==> src/rtl/nes_bus_pkg.sv <==
//~~~~~~~~~~~~~~~~~~~~~~~~~~~~~~~~~~~~~~~~
// NES bus package
// Widths, address map, state encodings and the
// structs shared by the timing and bus glue blocks
//~~~~~~~~~~~~~~~~~~~~~~~~~~~~~~~~~~~~~~~~
`default_nettype none

package nes_bus_pkg;

	typedef logic [15:0] cpu_addr_t;	// CPU address bus
	typedef logic [7:0]  byte_t;		// Data bus byte

	// Video standard picks the CPU cycle pattern
	typedef enum logic {
		sys_ntsc = 1'b0,
		sys_pal  = 1'b1
	} sys_type_e;

	// Sprite DMA states, bit 0 pauses the CPU and bit 1 owns the bus
	typedef enum logic [1:0] {
		spr_idle = 2'b00,
		spr_wait = 2'b01,
		spr_run  = 2'b11
	} dma_state_e;

	localparam int CPU_DIV = 12;	// Master clocks per CPU cycle
	localparam int PPU_DIV = 4;	// Master clocks per PPU cycle

	localparam cpu_addr_t ADDR_OAM_DATA   = 16'h2004;	// PPU sprite data port
	localparam cpu_addr_t ADDR_OAM_DMA    = 16'h4014;	// Sprite DMA page register
	localparam cpu_addr_t ADDR_APU_STATUS = 16'h4015;
	localparam cpu_addr_t ADDR_JOY1       = 16'h4016;	// Joypad 1 and strobe register
	localparam cpu_addr_t ADDR_JOY2       = 16'h4017;

	// Register regions, bounds inclusive
	localparam cpu_addr_t PPU_BASE = 16'h2000;
	localparam cpu_addr_t PPU_END  = 16'h3FFF;	// PPU regs mirrored every 8 bytes
	localparam cpu_addr_t APU_BASE = 16'h4000;
	localparam cpu_addr_t APU_END  = 16'h4017;

	// Clock enables and access slots from the clock generator
	typedef struct packed {
		logic cpu_ce;
		logic ppu_ce;
		logic cart_ce;
		logic cart_slot;	// PPU tick where the cart sees the bus
		logic ppu_rd_slot;
		logic ppu_wr_slot;
		logic odd_cycle;	// 1 on odd CPU cycles
	} ce_bundle_t;

	// One bus master request
	typedef struct packed {
		cpu_addr_t addr;
		byte_t     wdata;
		logic      rd;
		logic      wr;
	} bus_req_t;

	// Decoded chip selects
	typedef struct packed {
		logic apu_cs;
		logic ppu_cs;
		logic joy1_cs;
		logic joy2_cs;
		logic apu_status;
	} dev_sel_t;

endpackage

`default_nettype wire

==> src/rtl/bus_decoder.sv <==
//~~~~~~~~~~~~~~~~~~~~~~~~~~~~~~~~~~~~~~~~
// Bus decoder
// Picks the bus master and turns the address map
// into chip selects and slot timed device strobes
//~~~~~~~~~~~~~~~~~~~~~~~~~~~~~~~~~~~~~~~~
`timescale 1ns/1ps
`default_nettype none

module bus_decoder (
	input  wire nes_bus_pkg::ce_bundle_t ce,
	input  wire nes_bus_pkg::bus_req_t  cpu_req,
	input  wire nes_bus_pkg::bus_req_t  dma_req,
	input  wire                         dma_enable,
	output nes_bus_pkg::bus_req_t       bus,
	output nes_bus_pkg::dev_sel_t       sel,
	output logic                        oam_trigger,
	output logic                        ppu_read,
	output logic                        ppu_write,
	output logic                        prg_read,
	output logic                        prg_write,
	output logic [1:0]                  joypad_clock
);
	import nes_bus_pkg::*;

	logic in_ppu;
	logic in_apu;
	logic in_cart;
	logic joy1_hit;
	logic joy2_hit;

	// DMA owns the bus while enabled
	assign bus = dma_enable ? dma_req : cpu_req;

	assign in_ppu   = (bus.addr >= PPU_BASE) && (bus.addr <= PPU_END);
	assign in_apu   = (bus.addr >= APU_BASE) && (bus.addr <= APU_END);	// Joypads included
	assign in_cart  = !in_ppu && !in_apu;
	assign joy1_hit = (bus.addr == ADDR_JOY1);
	assign joy2_hit = (bus.addr == ADDR_JOY2);

	assign sel.apu_cs     = in_apu;
	assign sel.ppu_cs     = in_ppu;
	assign sel.joy1_cs    = joy1_hit;
	assign sel.joy2_cs    = joy2_hit;
	assign sel.apu_status = (bus.addr == ADDR_APU_STATUS);

	// Sprite DMA start
	assign oam_trigger = bus.wr && (bus.addr == ADDR_OAM_DMA);

	// PPU samples these on its own enable inside the slot
	assign ppu_read  = bus.rd && in_ppu && ce.ppu_rd_slot;
	assign ppu_write = bus.wr && in_ppu && ce.ppu_wr_slot;

	// Cart sees RAM and ROM space too, it decides what it answers
	assign prg_read  = bus.rd && in_cart && ce.cart_slot;
	assign prg_write = bus.wr && in_cart && ce.cart_slot;

	assign joypad_clock = {bus.rd && joy2_hit, bus.rd && joy1_hit};	// Shift on read

endmodule

`default_nettype wire

==> src/rtl/clock_gen.sv <==
//~~~~~~~~~~~~~~~~~~~~~~~~~~~~~~~~~~~~~~~~
// Clock generator
// Master clock divider for the CPU, PPU and cart enables,
// PPU access slots and the odd/even CPU cycle flag
//~~~~~~~~~~~~~~~~~~~~~~~~~~~~~~~~~~~~~~~~
`timescale 1ns/1ps
`default_nettype none

module clock_gen #(
	parameter int PAL_EXTRA = 4	// Extra master clocks in every fifth PAL cycle
) (
	input  wire                        clk,
	input  wire                        reset,
	input  wire nes_bus_pkg::sys_type_e sys_type,
	output nes_bus_pkg::ce_bundle_t    ce
);
	import nes_bus_pkg::*;

	localparam int CPU_LONG = CPU_DIV + PAL_EXTRA;		// Long PAL cycle length
	localparam int CW = $clog2(CPU_LONG + 1);
	localparam int PW = $clog2(PPU_DIV + 1);
	localparam int TW = $clog2(CPU_LONG / PPU_DIV + 1);	// Enough for every tick in a long cycle

	logic [CW-1:0] div_cpu;		// Runs 1..cpu_len
	logic [PW-1:0] div_ppu;		// Runs 1..PPU_DIV
	logic [TW-1:0] ppu_tick;	// PPU ticks done in this CPU cycle
	logic [2:0]    pal_count;	// Position in the five cycle PAL group
	logic          odd_flag;
	sys_type_e     last_sys_type;

	logic          pal;
	logic          long_cycle;
	logic          realign;
	logic [CW-1:0] cpu_len;
	logic          cpu_tick;
	logic          ppu_pulse;
	logic          cart_slot;

	assign pal        = (sys_type == sys_pal);
	assign long_cycle = pal && (pal_count == 3'd4);	// Fifth PAL cycle is stretched
	assign cpu_len    = long_cycle ? CW'(CPU_LONG) : CW'(CPU_DIV);
	assign realign    = (sys_type != last_sys_type);

	// No enables on the realign clock
	assign cpu_tick  = (div_cpu == cpu_len) && !realign;
	assign ppu_pulse = (div_ppu == PW'(PPU_DIV)) && !realign;

	always_ff @(posedge clk) begin
		if (reset) begin
			div_cpu       <= CW'(1);
			div_ppu       <= PW'(1);
			ppu_tick      <= '0;
			pal_count     <= 3'd0;
			odd_flag      <= 1'b1;	// First cycle after reset counts as odd
			last_sys_type <= sys_type;
		end else begin
			last_sys_type <= sys_type;
			if (realign) begin
				// Restart all dividers in phase
				div_cpu   <= CW'(1);
				div_ppu   <= PW'(1);
				ppu_tick  <= '0;
				pal_count <= 3'd0;
			end else begin
				div_cpu <= cpu_tick ? CW'(1) : div_cpu + CW'(1);
				div_ppu <= ppu_pulse ? PW'(1) : div_ppu + PW'(1);

				if (cpu_tick)
					ppu_tick <= '0;		// Tick count restarts with each CPU cycle
				else if (ppu_pulse)
					ppu_tick <= ppu_tick + TW'(1);

				if (cpu_tick && pal)
					pal_count <= (pal_count == 3'd4) ? 3'd0 : pal_count + 3'd1;

				if (cpu_tick)
					odd_flag <= ~odd_flag;
			end
		end
	end

	// Long cycle gains a leading tick so the slots move up by one
	assign cart_slot = (ppu_tick == (long_cycle ? TW'(1) : TW'(0)));

	assign ce.cpu_ce      = cpu_tick;
	assign ce.ppu_ce      = ppu_pulse;
	assign ce.cart_ce     = cart_slot && ppu_pulse;	// Mapper clocked once per CPU cycle
	assign ce.cart_slot   = cart_slot;
	assign ce.ppu_wr_slot = cart_slot;			// Writes share the cart tick
	assign ce.ppu_rd_slot = (ppu_tick == (long_cycle ? TW'(2) : TW'(1)));
	assign ce.odd_cycle   = odd_flag;

endmodule

`default_nettype wire

==> src/rtl/io_regs.sv <==
//~~~~~~~~~~~~~~~~~~~~~~~~~~~~~~~~~~~~~~~~
// I/O registers
// Open bus latch and joypad strobe / 3D glasses bits
//~~~~~~~~~~~~~~~~~~~~~~~~~~~~~~~~~~~~~~~~
`timescale 1ns/1ps
`default_nettype none

module io_regs (
	input  wire                        clk,
	input  wire                        reset,
	input  wire nes_bus_pkg::bus_req_t bus,
	input  wire nes_bus_pkg::dev_sel_t sel,
	input  wire nes_bus_pkg::byte_t    rdata,
	output nes_bus_pkg::byte_t         open_bus,
	output logic [2:0]                 joypad_out,
	output logic                       lr3d
);

	always_ff @(posedge clk) begin
		if (reset) begin
			open_bus   <= 8'h00;
			joypad_out <= 3'b000;
			lr3d       <= 1'b0;
		end else begin
			open_bus <= rdata;	// Last value seen on the data bus
			if (bus.wr && sel.joy1_cs) begin
				joypad_out <= bus.wdata[2:0];	// Bit 0 strobes the pads
				lr3d       <= bus.wdata[1];	// Famicom 3D glasses shutter
			end
		end
	end

endmodule

`default_nettype wire

==> src/rtl/nes_bus_top.sv <==
//~~~~~~~~~~~~~~~~~~~~~~~~~~~~~~~~~~~~~~~~
// NES bus top level
// System timing, DMA and CPU side bus glue
//~~~~~~~~~~~~~~~~~~~~~~~~~~~~~~~~~~~~~~~~
`timescale 1ns/1ps
`default_nettype none

module nes_bus_top #(
	parameter int PAL_EXTRA = 4
) (
	input  wire                         clk,
	input  wire                         reset,
	input  wire nes_bus_pkg::sys_type_e  sys_type,
	input  wire nes_bus_pkg::cpu_addr_t cpu_addr,
	input  wire nes_bus_pkg::byte_t     cpu_wdata,
	input  wire                         cpu_rnw,
	input  wire                         dmc_request,
	input  wire nes_bus_pkg::cpu_addr_t dmc_addr,
	input  wire nes_bus_pkg::byte_t     ppu_rdata,
	input  wire nes_bus_pkg::byte_t     apu_rdata,
	input  wire nes_bus_pkg::byte_t     cart_rdata,
	input  wire                         cart_drive,
	input  wire [4:0]                   joypad1_data,
	input  wire [4:0]                   joypad2_data,
	output logic                        cpu_ce,
	output logic                        ppu_ce,
	output logic                        cart_ce,
	output logic                        odd_cycle,
	output logic                        pause_cpu,
	output logic                        dmc_ack,
	output nes_bus_pkg::cpu_addr_t      bus_addr,
	output nes_bus_pkg::byte_t          bus_wdata,
	output logic                        ppu_read,
	output logic                        ppu_write,
	output logic                        prg_read,
	output logic                        prg_write,
	output nes_bus_pkg::byte_t          cpu_rdata,
	output logic [2:0]                  joypad_out,
	output logic [1:0]                  joypad_clock,
	output logic                        lr3d
);
	import nes_bus_pkg::*;

	ce_bundle_t ce;
	bus_req_t   cpu_req;
	bus_req_t   dma_req;
	bus_req_t   bus;
	dev_sel_t   sel;
	byte_t      open_bus;
	logic       dma_enable;
	logic       oam_trigger;

	assign cpu_req = '{addr: cpu_addr, wdata: cpu_wdata, rd: cpu_rnw, wr: !cpu_rnw};

	clock_gen #(.PAL_EXTRA(PAL_EXTRA)) u_clock_gen (
		.clk(clk), .reset(reset), .sys_type(sys_type), .ce(ce)
	);

	oam_dmc_dma u_dma (
		.clk(clk), .reset(reset), .ce(ce),
		.cpu_read(cpu_rnw), .cpu_wdata(cpu_wdata), .oam_trigger(oam_trigger),
		.dmc_request(dmc_request), .dmc_addr(dmc_addr), .rdata(cpu_rdata),
		.dma_req(dma_req), .dma_enable(dma_enable), .dmc_ack(dmc_ack), .pause_cpu(pause_cpu)
	);

	bus_decoder u_decoder (
		.ce(ce), .cpu_req(cpu_req), .dma_req(dma_req), .dma_enable(dma_enable),
		.bus(bus), .sel(sel), .oam_trigger(oam_trigger),
		.ppu_read(ppu_read), .ppu_write(ppu_write),
		.prg_read(prg_read), .prg_write(prg_write), .joypad_clock(joypad_clock)
	);

	io_regs u_io_regs (
		.clk(clk), .reset(reset), .bus(bus), .sel(sel), .rdata(cpu_rdata),
		.open_bus(open_bus), .joypad_out(joypad_out), .lr3d(lr3d)
	);

	read_data_mux u_read_mux (
		.sel(sel), .open_bus(open_bus),
		.ppu_rdata(ppu_rdata), .apu_rdata(apu_rdata), .cart_rdata(cart_rdata),
		.cart_drive(cart_drive), .joypad1_data(joypad1_data), .joypad2_data(joypad2_data),
		.rdata(cpu_rdata)
	);

	assign cpu_ce    = ce.cpu_ce;
	assign ppu_ce    = ce.ppu_ce;
	assign cart_ce   = ce.cart_ce;
	assign odd_cycle = ce.odd_cycle;
	assign bus_addr  = bus.addr;	// Address after DMA takeover
	assign bus_wdata = bus.wdata;

endmodule

`default_nettype wire

==> src/rtl/oam_dmc_dma.sv <==
//~~~~~~~~~~~~~~~~~~~~~~~~~~~~~~~~~~~~~~~~
// Sprite and DMC DMA controller
// Steals CPU bus cycles for OAM copies and DMC sample fetches
//~~~~~~~~~~~~~~~~~~~~~~~~~~~~~~~~~~~~~~~~
`timescale 1ns/1ps
`default_nettype none

module oam_dmc_dma (
	input  wire                         clk,
	input  wire                         reset,
	input  wire nes_bus_pkg::ce_bundle_t ce,
	input  wire                         cpu_read,	// CPU is in a read cycle
	input  wire nes_bus_pkg::byte_t     cpu_wdata,	// Page number on a 4014 write
	input  wire                         oam_trigger,
	input  wire                         dmc_request,
	input  wire nes_bus_pkg::cpu_addr_t dmc_addr,
	input  wire nes_bus_pkg::byte_t     rdata,	// Byte returned by the read mux
	output nes_bus_pkg::bus_req_t       dma_req,
	output logic                        dma_enable,
	output logic                        dmc_ack,
	output logic                        pause_cpu
);
	import nes_bus_pkg::*;

	dma_state_e spr_state;
	logic       dmc_pending;	// DMC steal waiting for the next even cycle
	cpu_addr_t  spr_addr;		// Source page and byte index
	byte_t      spr_data;		// Held from the read to the write cycle

	logic even;
	logic spr_active;
	logic last_byte;

	assign even       = !ce.odd_cycle;
	assign spr_active = (spr_state == spr_run);
	assign last_byte  = (spr_addr[7:0] == 8'hFF);

	always_ff @(posedge clk) begin
		if (reset) begin
			spr_state   <= spr_idle;
			dmc_pending <= 1'b0;
		end else if (ce.cpu_ce) begin
			// DMC request only taken while the CPU reads on an even cycle
			if (!dmc_pending && dmc_request && cpu_read && even)
				dmc_pending <= 1'b1;
			else if (dmc_pending && even)
				dmc_pending <= 1'b0;	// Steal done this cycle

			case (spr_state)
				spr_wait: if (cpu_read && ce.odd_cycle) spr_state <= spr_run;
				spr_run: begin
					if (even && dmc_pending)
						spr_state <= spr_wait;	// DMC took the read, idle one pair
					else if (ce.odd_cycle && last_byte)
						spr_state <= spr_idle;
				end
				spr_idle: ;
				default: spr_state <= spr_idle;
			endcase

			if (oam_trigger)
				spr_state <= spr_wait;
		end
	end

	always_ff @(posedge clk) begin
		if (ce.cpu_ce) begin
			if (oam_trigger)
				spr_addr <= {cpu_wdata, 8'h00};
			else if (spr_active && ce.odd_cycle)
				spr_addr[7:0] <= spr_addr[7:0] + 8'd1;	// Next byte after each write
			if (spr_active && even)
				spr_data <= rdata;
		end
	end

	assign dmc_ack    = dmc_pending && even;
	assign dma_enable = dmc_ack || spr_active;
	assign pause_cpu  = (spr_state != spr_idle) || dmc_request;

	// Reads on even cycles and writes to the OAM port on odd ones
	assign dma_req.addr  = dmc_ack ? dmc_addr : (even ? spr_addr : ADDR_OAM_DATA);
	assign dma_req.wdata = spr_data;
	assign dma_req.rd    = dma_enable && even;
	assign dma_req.wr    = dma_enable && ce.odd_cycle;

endmodule

`default_nettype wire

==> src/rtl/read_data_mux.sv <==
//~~~~~~~~~~~~~~~~~~~~~~~~~~~~~~~~~~~~~~~~
// Read data multiplexer
// Picks the byte seen by the CPU and DMA
//~~~~~~~~~~~~~~~~~~~~~~~~~~~~~~~~~~~~~~~~
`timescale 1ns/1ps
`default_nettype none

module read_data_mux (
	input  wire nes_bus_pkg::dev_sel_t sel,
	input  wire nes_bus_pkg::byte_t    open_bus,
	input  wire nes_bus_pkg::byte_t    ppu_rdata,
	input  wire nes_bus_pkg::byte_t    apu_rdata,
	input  wire nes_bus_pkg::byte_t    cart_rdata,
	input  wire                        cart_drive,	// Cart or RAM answers this address
	input  wire [4:0]                  joypad1_data,
	input  wire [4:0]                  joypad2_data,
	output nes_bus_pkg::byte_t         rdata
);

	always_comb begin
		if (sel.joy1_cs)
			rdata = {open_bus[7:5], joypad1_data};	// Top bits float
		else if (sel.joy2_cs)
			rdata = {open_bus[7:5], joypad2_data};
		else if (sel.apu_status)
			rdata = apu_rdata;
		else if (sel.apu_cs)
			rdata = open_bus;	// Write only APU regs
		else if (sel.ppu_cs)
			rdata = ppu_rdata;
		else if (cart_drive)
			rdata = cart_rdata;
		else
			rdata = open_bus;	// Nothing drives the bus
	end

endmodule

`default_nettype wire

==> config.mk <==
export PLATFORM = sky130hd
export DESIGN_NAME = nes_bus_top
export DESIGN_NICKNAME = d
export VERILOG_FILES = /design/src/rtl/nes_bus_pkg.sv /design/src/rtl/bus_decoder.sv /design/src/rtl/clock_gen.sv /design/src/rtl/io_regs.sv /design/src/rtl/nes_bus_top.sv /design/src/rtl/oam_dmc_dma.sv /design/src/rtl/read_data_mux.sv
export SDC_FILE = /design/constraint.sdc
export NUM_CORES = 1
export LEC_CHECK = 0
export BUFFER_PORTS_ARGS = -buffer_cell sky130_fd_sc_hd__buf_2
export CAP_MARGIN = 20
export CORE_MARGIN = 10
export CORE_UTILIZATION = 51
export DETAILED_ROUTE_END_ITERATION = 6
export GPL_TIMING_DRIVEN = 0
export PLACE_DENSITY = 0.82
export SETUP_SLACK_MARGIN = 0.02
export SLEW_MARGIN = 10
export SYNTH_ARGS = -nofsm -noshare
export SYNTH_HDL_FRONTEND = slang
export SYNTH_SLANG_ARGS = --single-unit
==> constraint.sdc <==
create_clock -name clk -period 4.1 [get_ports clk]
set_clock_uncertainty 0.2 [all_clocks]
set_input_delay 0.615 -clock clk [delete_from_list [all_inputs] [get_ports clk]]
set_output_delay 0.615 -clock clk [all_outputs]
set_load 0.02 [all_outputs]
# Word level (Yosys, flattened, before mapping)
# Index checks and enable logic that the tools add are counted.
dict set report word_totals {
  ff_bits 55
  latchBits 0
  mem_bits_rw 0
  mem_bits_ro 0
  in_bits 80
  output_inout_bits 48
  word_cells 113
  memories 0
}
dict set report classes {
  add_sub_neg 5
  multipliers 0
  div_mod_pow 0
  magnitude_cmp 4
  eq_ne 16
  n_shift 0
  muxes 21
  bitwise 2
  reduce_logical 51
}
# op count
set ops {}
lappend ops {{16-bit by 15-bit equality test with 1-bit output, second input constant} 4}
lappend ops {{8-bit two-way mux} 7}
lappend ops {{16-bit two-way mux} 2}
lappend ops {{1-bit logical AND} 30}
lappend ops {{26-bit two-way mux} 1}
lappend ops {{16-bit by 14-bit greater-or-equal comparator with 1-bit output, second input constant} 1}
lappend ops {{16-bit by 15-bit greater-or-equal comparator with 1-bit output, second input constant} 1}
lappend ops {{16-bit by 14-bit less-or-equal comparator with 1-bit output, second input constant} 1}
lappend ops {{16-bit by 15-bit less-or-equal comparator with 1-bit output, second input constant} 1}
lappend ops {{2-bit two-way mux} 5}
lappend ops {{2-bit AND reduction} 5}
lappend ops {{3-bit by 1-bit adder with 3-bit output, second input constant} 3}
lappend ops {{8-bit by 1-bit adder with 8-bit output, second input constant} 1}
lappend ops {{8-bit equality test, second input constant} 1}
lappend ops {{3-bit equality test} 2}
lappend ops {{3-bit equality test, second input constant} 2}
lappend ops {{1-bit zero test} 6}
lappend ops {{2-bit case mux with 3 select lines} 1}
lappend ops {{2-bit nonzero test} 3}
lappend ops {{3-bit OR reduction} 2}
lappend ops {{5-bit by 1-bit adder with 5-bit output, second input constant} 1}
lappend ops {{5-bit equality test} 1}
lappend ops {{5-bit two-way mux} 1}
lappend ops {{4-bit by 3-bit inequality test with 1-bit output, second input constant} 1}
lappend ops {{12 further kinds} 16}

# Logic depth before layout (Yosys ltp)
dict set report logic_depth {
  depth_word 12
  mapped_depth 13
}

# By module
# From an unflattened synthesis, not the netlist that was laid out.
dict set report hier_totals {
  cells_unflattened 375
  area_unflattened_um2 3584.7
}
# mod n_inst cells_per_inst area_each_um2 seq_area_each_um2
set by_module_without_submodules {}
lappend by_module_without_submodules {oam_dmc_dma 1 112 1342.5 780.7}
lappend by_module_without_submodules {clock_gen 1 94 839.6 320.3}
lappend by_module_without_submodules {bus_decoder 1 70 561.8 0.0}
lappend by_module_without_submodules {read_data_mux 1 68 483.0 0.0}
lappend by_module_without_submodules {io_regs 1 30 354.1 220.2}
lappend by_module_without_submodules {nes_bus_top 1 1 3.8 0.0}

# Least setup slack after synthesis
# OpenSTA, ideal clock, no wires.
dict set report synth_path {
  path_kind {register to output}
  start {register u_clock_gen.odd_flag}
  end {output port cpu_rdata[1]}
  arrival_ns 3.096
  required_time_ns 3.285
  path_slack_ns 0.189
  stages_incl_launch_ff 14
  cell_sequence {dfxtp_1 -> buf_2 -> nand2b_4 -> buf_6 -> clkinv_4 -> nor2_2 -> buf_6 -> o2bb2ai_1 -> or3b_4 -> a2111oi_4 -> buf_4 -> o32a_1 -> o211ai_1 -> a31oi_1}
}
dict set report synth_between {
  elab_chain_cells 11
}
# item line_no
set synth_rtl {}
lappend synth_rtl {{start: declaration} clock_gen.sv:28} ;# logic odd_flag;
lappend synth_rtl {{start signal: assignment} clock_gen.sv:77} ;# odd_flag <= ~odd_flag;
lappend synth_rtl {{1-bit zero test *} oam_dmc_dma.sv:34} ;# assign even = !ce.odd_cycle;
lappend synth_rtl {{1-bit logical AND *} oam_dmc_dma.sv:77} ;# assign dmc_ack = dmc_pending && even;
lappend synth_rtl {{net dmc_ack} nes_bus_top.sv:30} ;# output logic dmc_ack,
lappend synth_rtl {{16-bit two-way mux / 1-bit logical OR (equally long branches)} {oam_dmc_dma.sv:82, oam_dmc_dma.sv:78}}
lappend synth_rtl {{26-bit two-way mux *} bus_decoder.sv:32} ;# assign bus = dma_enable ? dma_req : cpu_req;
lappend synth_rtl {{net bus_addr[6]} nes_bus_top.sv:31} ;# output nes_bus_pkg::cpu_addr_t bus_addr,
lappend synth_rtl {{16-bit by 14-bit greater-or-equal comparator with 1-bit output / 16-bit by 14-bit less-or-equal comparator with 1-bit output (equally long branches)} bus_decoder.sv:34} ;# assign in_ppu = (bus.addr >= PPU_BASE) && (bus.addr <= PPU_END);
lappend synth_rtl {{1-bit logical AND} bus_decoder.sv:34}
lappend synth_rtl {{8-bit two-way mux} read_data_mux.sv:29} ;# else if (sel.ppu_cs)
lappend synth_rtl {{8-bit two-way mux} read_data_mux.sv:27} ;# else if (sel.apu_cs)
lappend synth_rtl {{8-bit two-way mux} read_data_mux.sv:25} ;# else if (sel.apu_status)
lappend synth_rtl {{8-bit two-way mux} read_data_mux.sv:23} ;# else if (sel.joy2_cs)
lappend synth_rtl {{8-bit two-way mux *} read_data_mux.sv:21} ;# if (sel.joy1_cs)
lappend synth_rtl {{end: declaration} nes_bus_top.sv:37} ;# output nes_bus_pkg::byte_t cpu_rdata,
# Mark *: on every way through the listed nets, which the timed path passes. The rest lies on a longest branch.

# Worst setup path in the final report
dict set report layout_path {
  start {register u_dma.spr_state[0]}
  end {output port cpu_rdata[3]}
}
dict set report layout_between {
  elab_chain_cells 10
}
# item line_no
set layout_rtl {}
lappend layout_rtl {{start: declaration} oam_dmc_dma.sv:25} ;# dma_state_e spr_state;
lappend layout_rtl {{start signal: assignment} oam_dmc_dma.sv:40} ;# spr_state <= spr_idle;
lappend layout_rtl {{start signal: assignment} oam_dmc_dma.sv:50} ;# spr_wait: if (cpu_read && ce.odd_cycle) spr_state <= spr_run;
lappend layout_rtl {{start signal: assignment} oam_dmc_dma.sv:53} ;# spr_state <= spr_wait;
lappend layout_rtl {{2-bit equality test *} oam_dmc_dma.sv:35} ;# assign spr_active = (spr_state == spr_run);
lappend layout_rtl {{1-bit logical OR *} oam_dmc_dma.sv:78} ;# assign dma_enable = dmc_ack || spr_active;
lappend layout_rtl {{26-bit two-way mux *} bus_decoder.sv:32}
lappend layout_rtl {{16-bit by 14-bit greater-or-equal comparator with 1-bit output / 16-bit by 14-bit less-or-equal comparator with 1-bit output (equally long branches)} bus_decoder.sv:34}
lappend layout_rtl {{1-bit logical AND} bus_decoder.sv:34}
lappend layout_rtl {{8-bit two-way mux} read_data_mux.sv:29}
lappend layout_rtl {{8-bit two-way mux} read_data_mux.sv:27}
lappend layout_rtl {{8-bit two-way mux} read_data_mux.sv:25}
lappend layout_rtl {{8-bit two-way mux} read_data_mux.sv:23}
lappend layout_rtl {{8-bit two-way mux *} read_data_mux.sv:21}
# Mark *: on every way between the ends. The rest lies on a longest branch, timed or not.

==> results.cfg <==
[critical_path]
arrival_ns = 3.16
reg2reg_from = u_dma.spr_state[0]$_SDFFE_PP0P_
start_kind = register
slowest_stage = or3b_4
cp_max_fo = 6
reg2reg_to = u_dma.spr_addr[3]$_SDFFCE_PP0P_
critical_path_buf_inv_count = 4
endpoint_kind = primary output
path_cells = and2_4 -> buf_6 -> buf_4 -> a22oi_1 -> o2bb2ai_1 -> or3b_4 -> buf_4 -> nor3_4 -> nand2_1 -> a311oi_1 -> nor2_1 -> buf_2
path_class = register to primary output
crit_top_cell = buf_4
slowest_delay_ns = 0.45
r2r_slack_ns = 0.31
worstRegToRegCells = 10
critPathTopFamily = simple AND/OR/NAND/NOR gates
cp_data_required_time_ns = 3.28

[grt]
antenna_found_initial = 0
grt_first_pass_wirelength_um = 18900
first_global_vias = 3732
grt_max_degree = 17
groute.usage.overall_pct = 20.7
overflow = 0

[floorplan]
core_area_um2 = 6830
die_x_um = 104
initial_core_util_pct = 52.5
ios = 128
num_rows = 30
fp.dieH_um = 104
dieArea_um2 = 10800

[sta]
slew-limit-headroom_pct = 51.5
finalHoldViolCount = 0
finalCritPeriodShare_pct = 97.0
fin_crit_ns = 3.98
setup_viol = 0
worst_hold_slack_ns = 0.226
fmax_ghz = 0.252
setup_tns_ns = 0
max_slew.worst_pin.slew_ns = 0.727
slew_viol_final = 0

[min_path]
hold_end = u_clock_gen.div_ppu[0]$_SDFF_PP1_
whs_path_depth = 1
hp-start = u_clock_gen.div_ppu[0]$_SDFF_PP1_
hold_class = register to register

[clock_tree]
root_buffer = clkbuf_8
clkSlewWorstSetupHoldPaths_ns = 0.10
cts_sinks = 54
cts_inserted_buffers = 5
cts_htree_levels = 2
clkLatencyLatePin_ns = 0.31
clk_path_buf_depth = 2
postCtsHoldBufs = 0
cts_tree = done

[finish]
stdcell_area_um2 = 4710
drive_above_1_share_pct = 35.8
fin_nets = 651
diodes = 0
instances_no_fill = 660
areaGrowthSynthToFinish_pct = 31.4

[yosys]
syn-instance-count = 410
ys_warn_count = 0
synth_edf_count = 24
synthMostInstantiatedCell = nand2_1
seq_area_frac_synth_pct = 36.8
synth_top_area_cell = edfxtp_1
ys_top_cells_by_count = nand2_1, nor2_1, dfxtp_1, a21oi_1, edfxtp_1
synthFlopType = dfxtp_1
synthTopCellsByArea = edfxtp_1, dfxtp_1, nand2_1
synth_area_per_cell_um2 = 8.75
yosysUniqueCellTypes = 68
synth_top_area_share_pct = 20.1
synth-async-reset-ratio_pct = 0
syn_area_um2 = 3590
ys_ff_latch = 54
synth_nets = 498

[placement]
portBuffers = 126
dp_cells = 632
gp_congestion = 0.947
dpl.hpwl_um = 9230
place_area_um2 = 4340

[pwr]
ir_drop_v = 0.000232
powerDensity_nw_per_um2 = 244
p_leak_nw = 2.03
design_power_total_mw = 1.15

[detailed_routing]
dr.pass1.iters = 5
first_iter_violations = 213
wl_per_cell_um = 18.2
num_vias = 3799
drt-total-wl_um = 12000
detail-route-antenna-nets = 0
viasPerCell = 5.76
drcViolationCount = 0

[outcome]
status = finished, final reports clean

[run]
drv_cap = 0
==> through the flow <==
stage | utilization [%] | setup slack [ns]
global placement | 63.5 | 0.118
CTS | 66.2 | 0.0215
finish | 69.0 | 0.125
global route | 69.0 | -0.00749
detailed placement | 63.5 | 0.0240
floorplan | - | 0.189
==> how the worst max path moves through the flow <==
stage                                                  from                         endpoint  slack (ns)  cells past startpoint
after global placement    u_clock_gen.odd_flag$_SDFFE_PP1P_  u_dma.spr_addr[4]$_SDFFCE_PP0P_        0.12                     10
after floorplan           u_clock_gen.odd_flag$_SDFFE_PP1P_                     cpu_rdata[1]        0.19                     13
after detailed placement  u_clock_gen.odd_flag$_SDFFE_PP1P_  u_dma.spr_addr[2]$_SDFFCE_PP0P_        0.02                     10
final                       u_dma.spr_state[0]$_SDFFE_PP0P_                     cpu_rdata[3]        0.12                     12
after CTS                    u_dma.dmc_pending$_SDFFE_PP0P_                     cpu_rdata[1]        0.02                     11
after global routing        u_dma.spr_state[1]$_SDFFE_PP0P_                     cpu_rdata[4]      -0.007                     13
==> worst register-to-register path: stages, from the launching register on <==
cell and delay (ns):
dfxtp_4 0.37, and2_4 0.16, buf_6 0.12, buf_4 0.13
a22oi_1 0.15, o2bb2ai_1 0.12, or3b_4 0.45, or3_4 0.48
nor4b_4 0.60, a21oi_1 0.10, nor2_1 0.56
==> sequential cells by signal, indices dropped and copies added, names as in the netlist <==
name,flops
u_io_regs.joypad_out,3
u_clock_gen.last_sys_type,1
u_clock_gen.div_ppu,3
u_dma.dmc_pending,1
u_clock_gen.odd_flag,1
u_clock_gen.pal_count,3
u_io_regs.open_bus,8
u_dma.spr_state,2
u_clock_gen.ppu_tick,3
u_dma.spr_data,8
u_dma.spr_addr,16
u_clock_gen.div_cpu,5
==> layout make-up <==
| cell class | count | area, um^2 |
|---|---|---|
| buffer | 18 | 125 |
| fill | 586 | 2120 |
| clock inverter | 2 | 37.5 |
| timing repair buffer | 149 | 823 |
| clock buffer | 6 | 72.6 |
| sequential | 54 | 1340 |
| multi-input combinational | 318 | 2130 |
| inverter | 17 | 68.8 |
| tap | 96 | 120 |
==> cell usage in the layout, fill, tap and decap left out, drive strengths merged, types with 12 or more instances in the layout <==
master,instances
edfxtp,24
mux2i,13
clkbuf,12
dfxtp,30
inv,16
nor3,12
buf,161
nand2,56
a21oi,29
nor2b,13
nor2,51
==> timing repair <==
| item | 4_1_cts | 5_1_grt |
|---|---|---|
| endpoints found under the hold margin | 0 | 0 |
| endpoints found under the setup margin | 8 | 16 |
| gates resized for setup | 16 | 29 |
| pin swaps | 9 | 7 |
| gates cloned | 0 | 1 |
| setup buffers | 4 | 17 |
==> cells by family after synthesis <==
kind of cell,count (synthesis),synth area share [%]
AND/OR/NAND/NOR,187,27.2
AO/OA/AOI/OAI,91,19.3
flip-flops,54,36.8
buffers and inverters,38,5.34
multiplexers,17,4.88
XOR/XNOR,15,3.66
adder cells (fa/ha/maj),8,2.79
==> per-layer routing <==
metal  share of wire [%]  vias up  track usage (%)
met5                   0        -                0
met1                  41     1770             25.7
met2                  48      215             35.0
met4                 1.8        0             5.47
met3                 8.9       19             4.83
li1                    -     1795                -
==> report_power, final <==
part           internal [mW]  switching, mW
logic                 0.0926          0.121
registers              0.569        0.00791
clock network          0.183          0.178
Power figures use the tool's default switching activity.
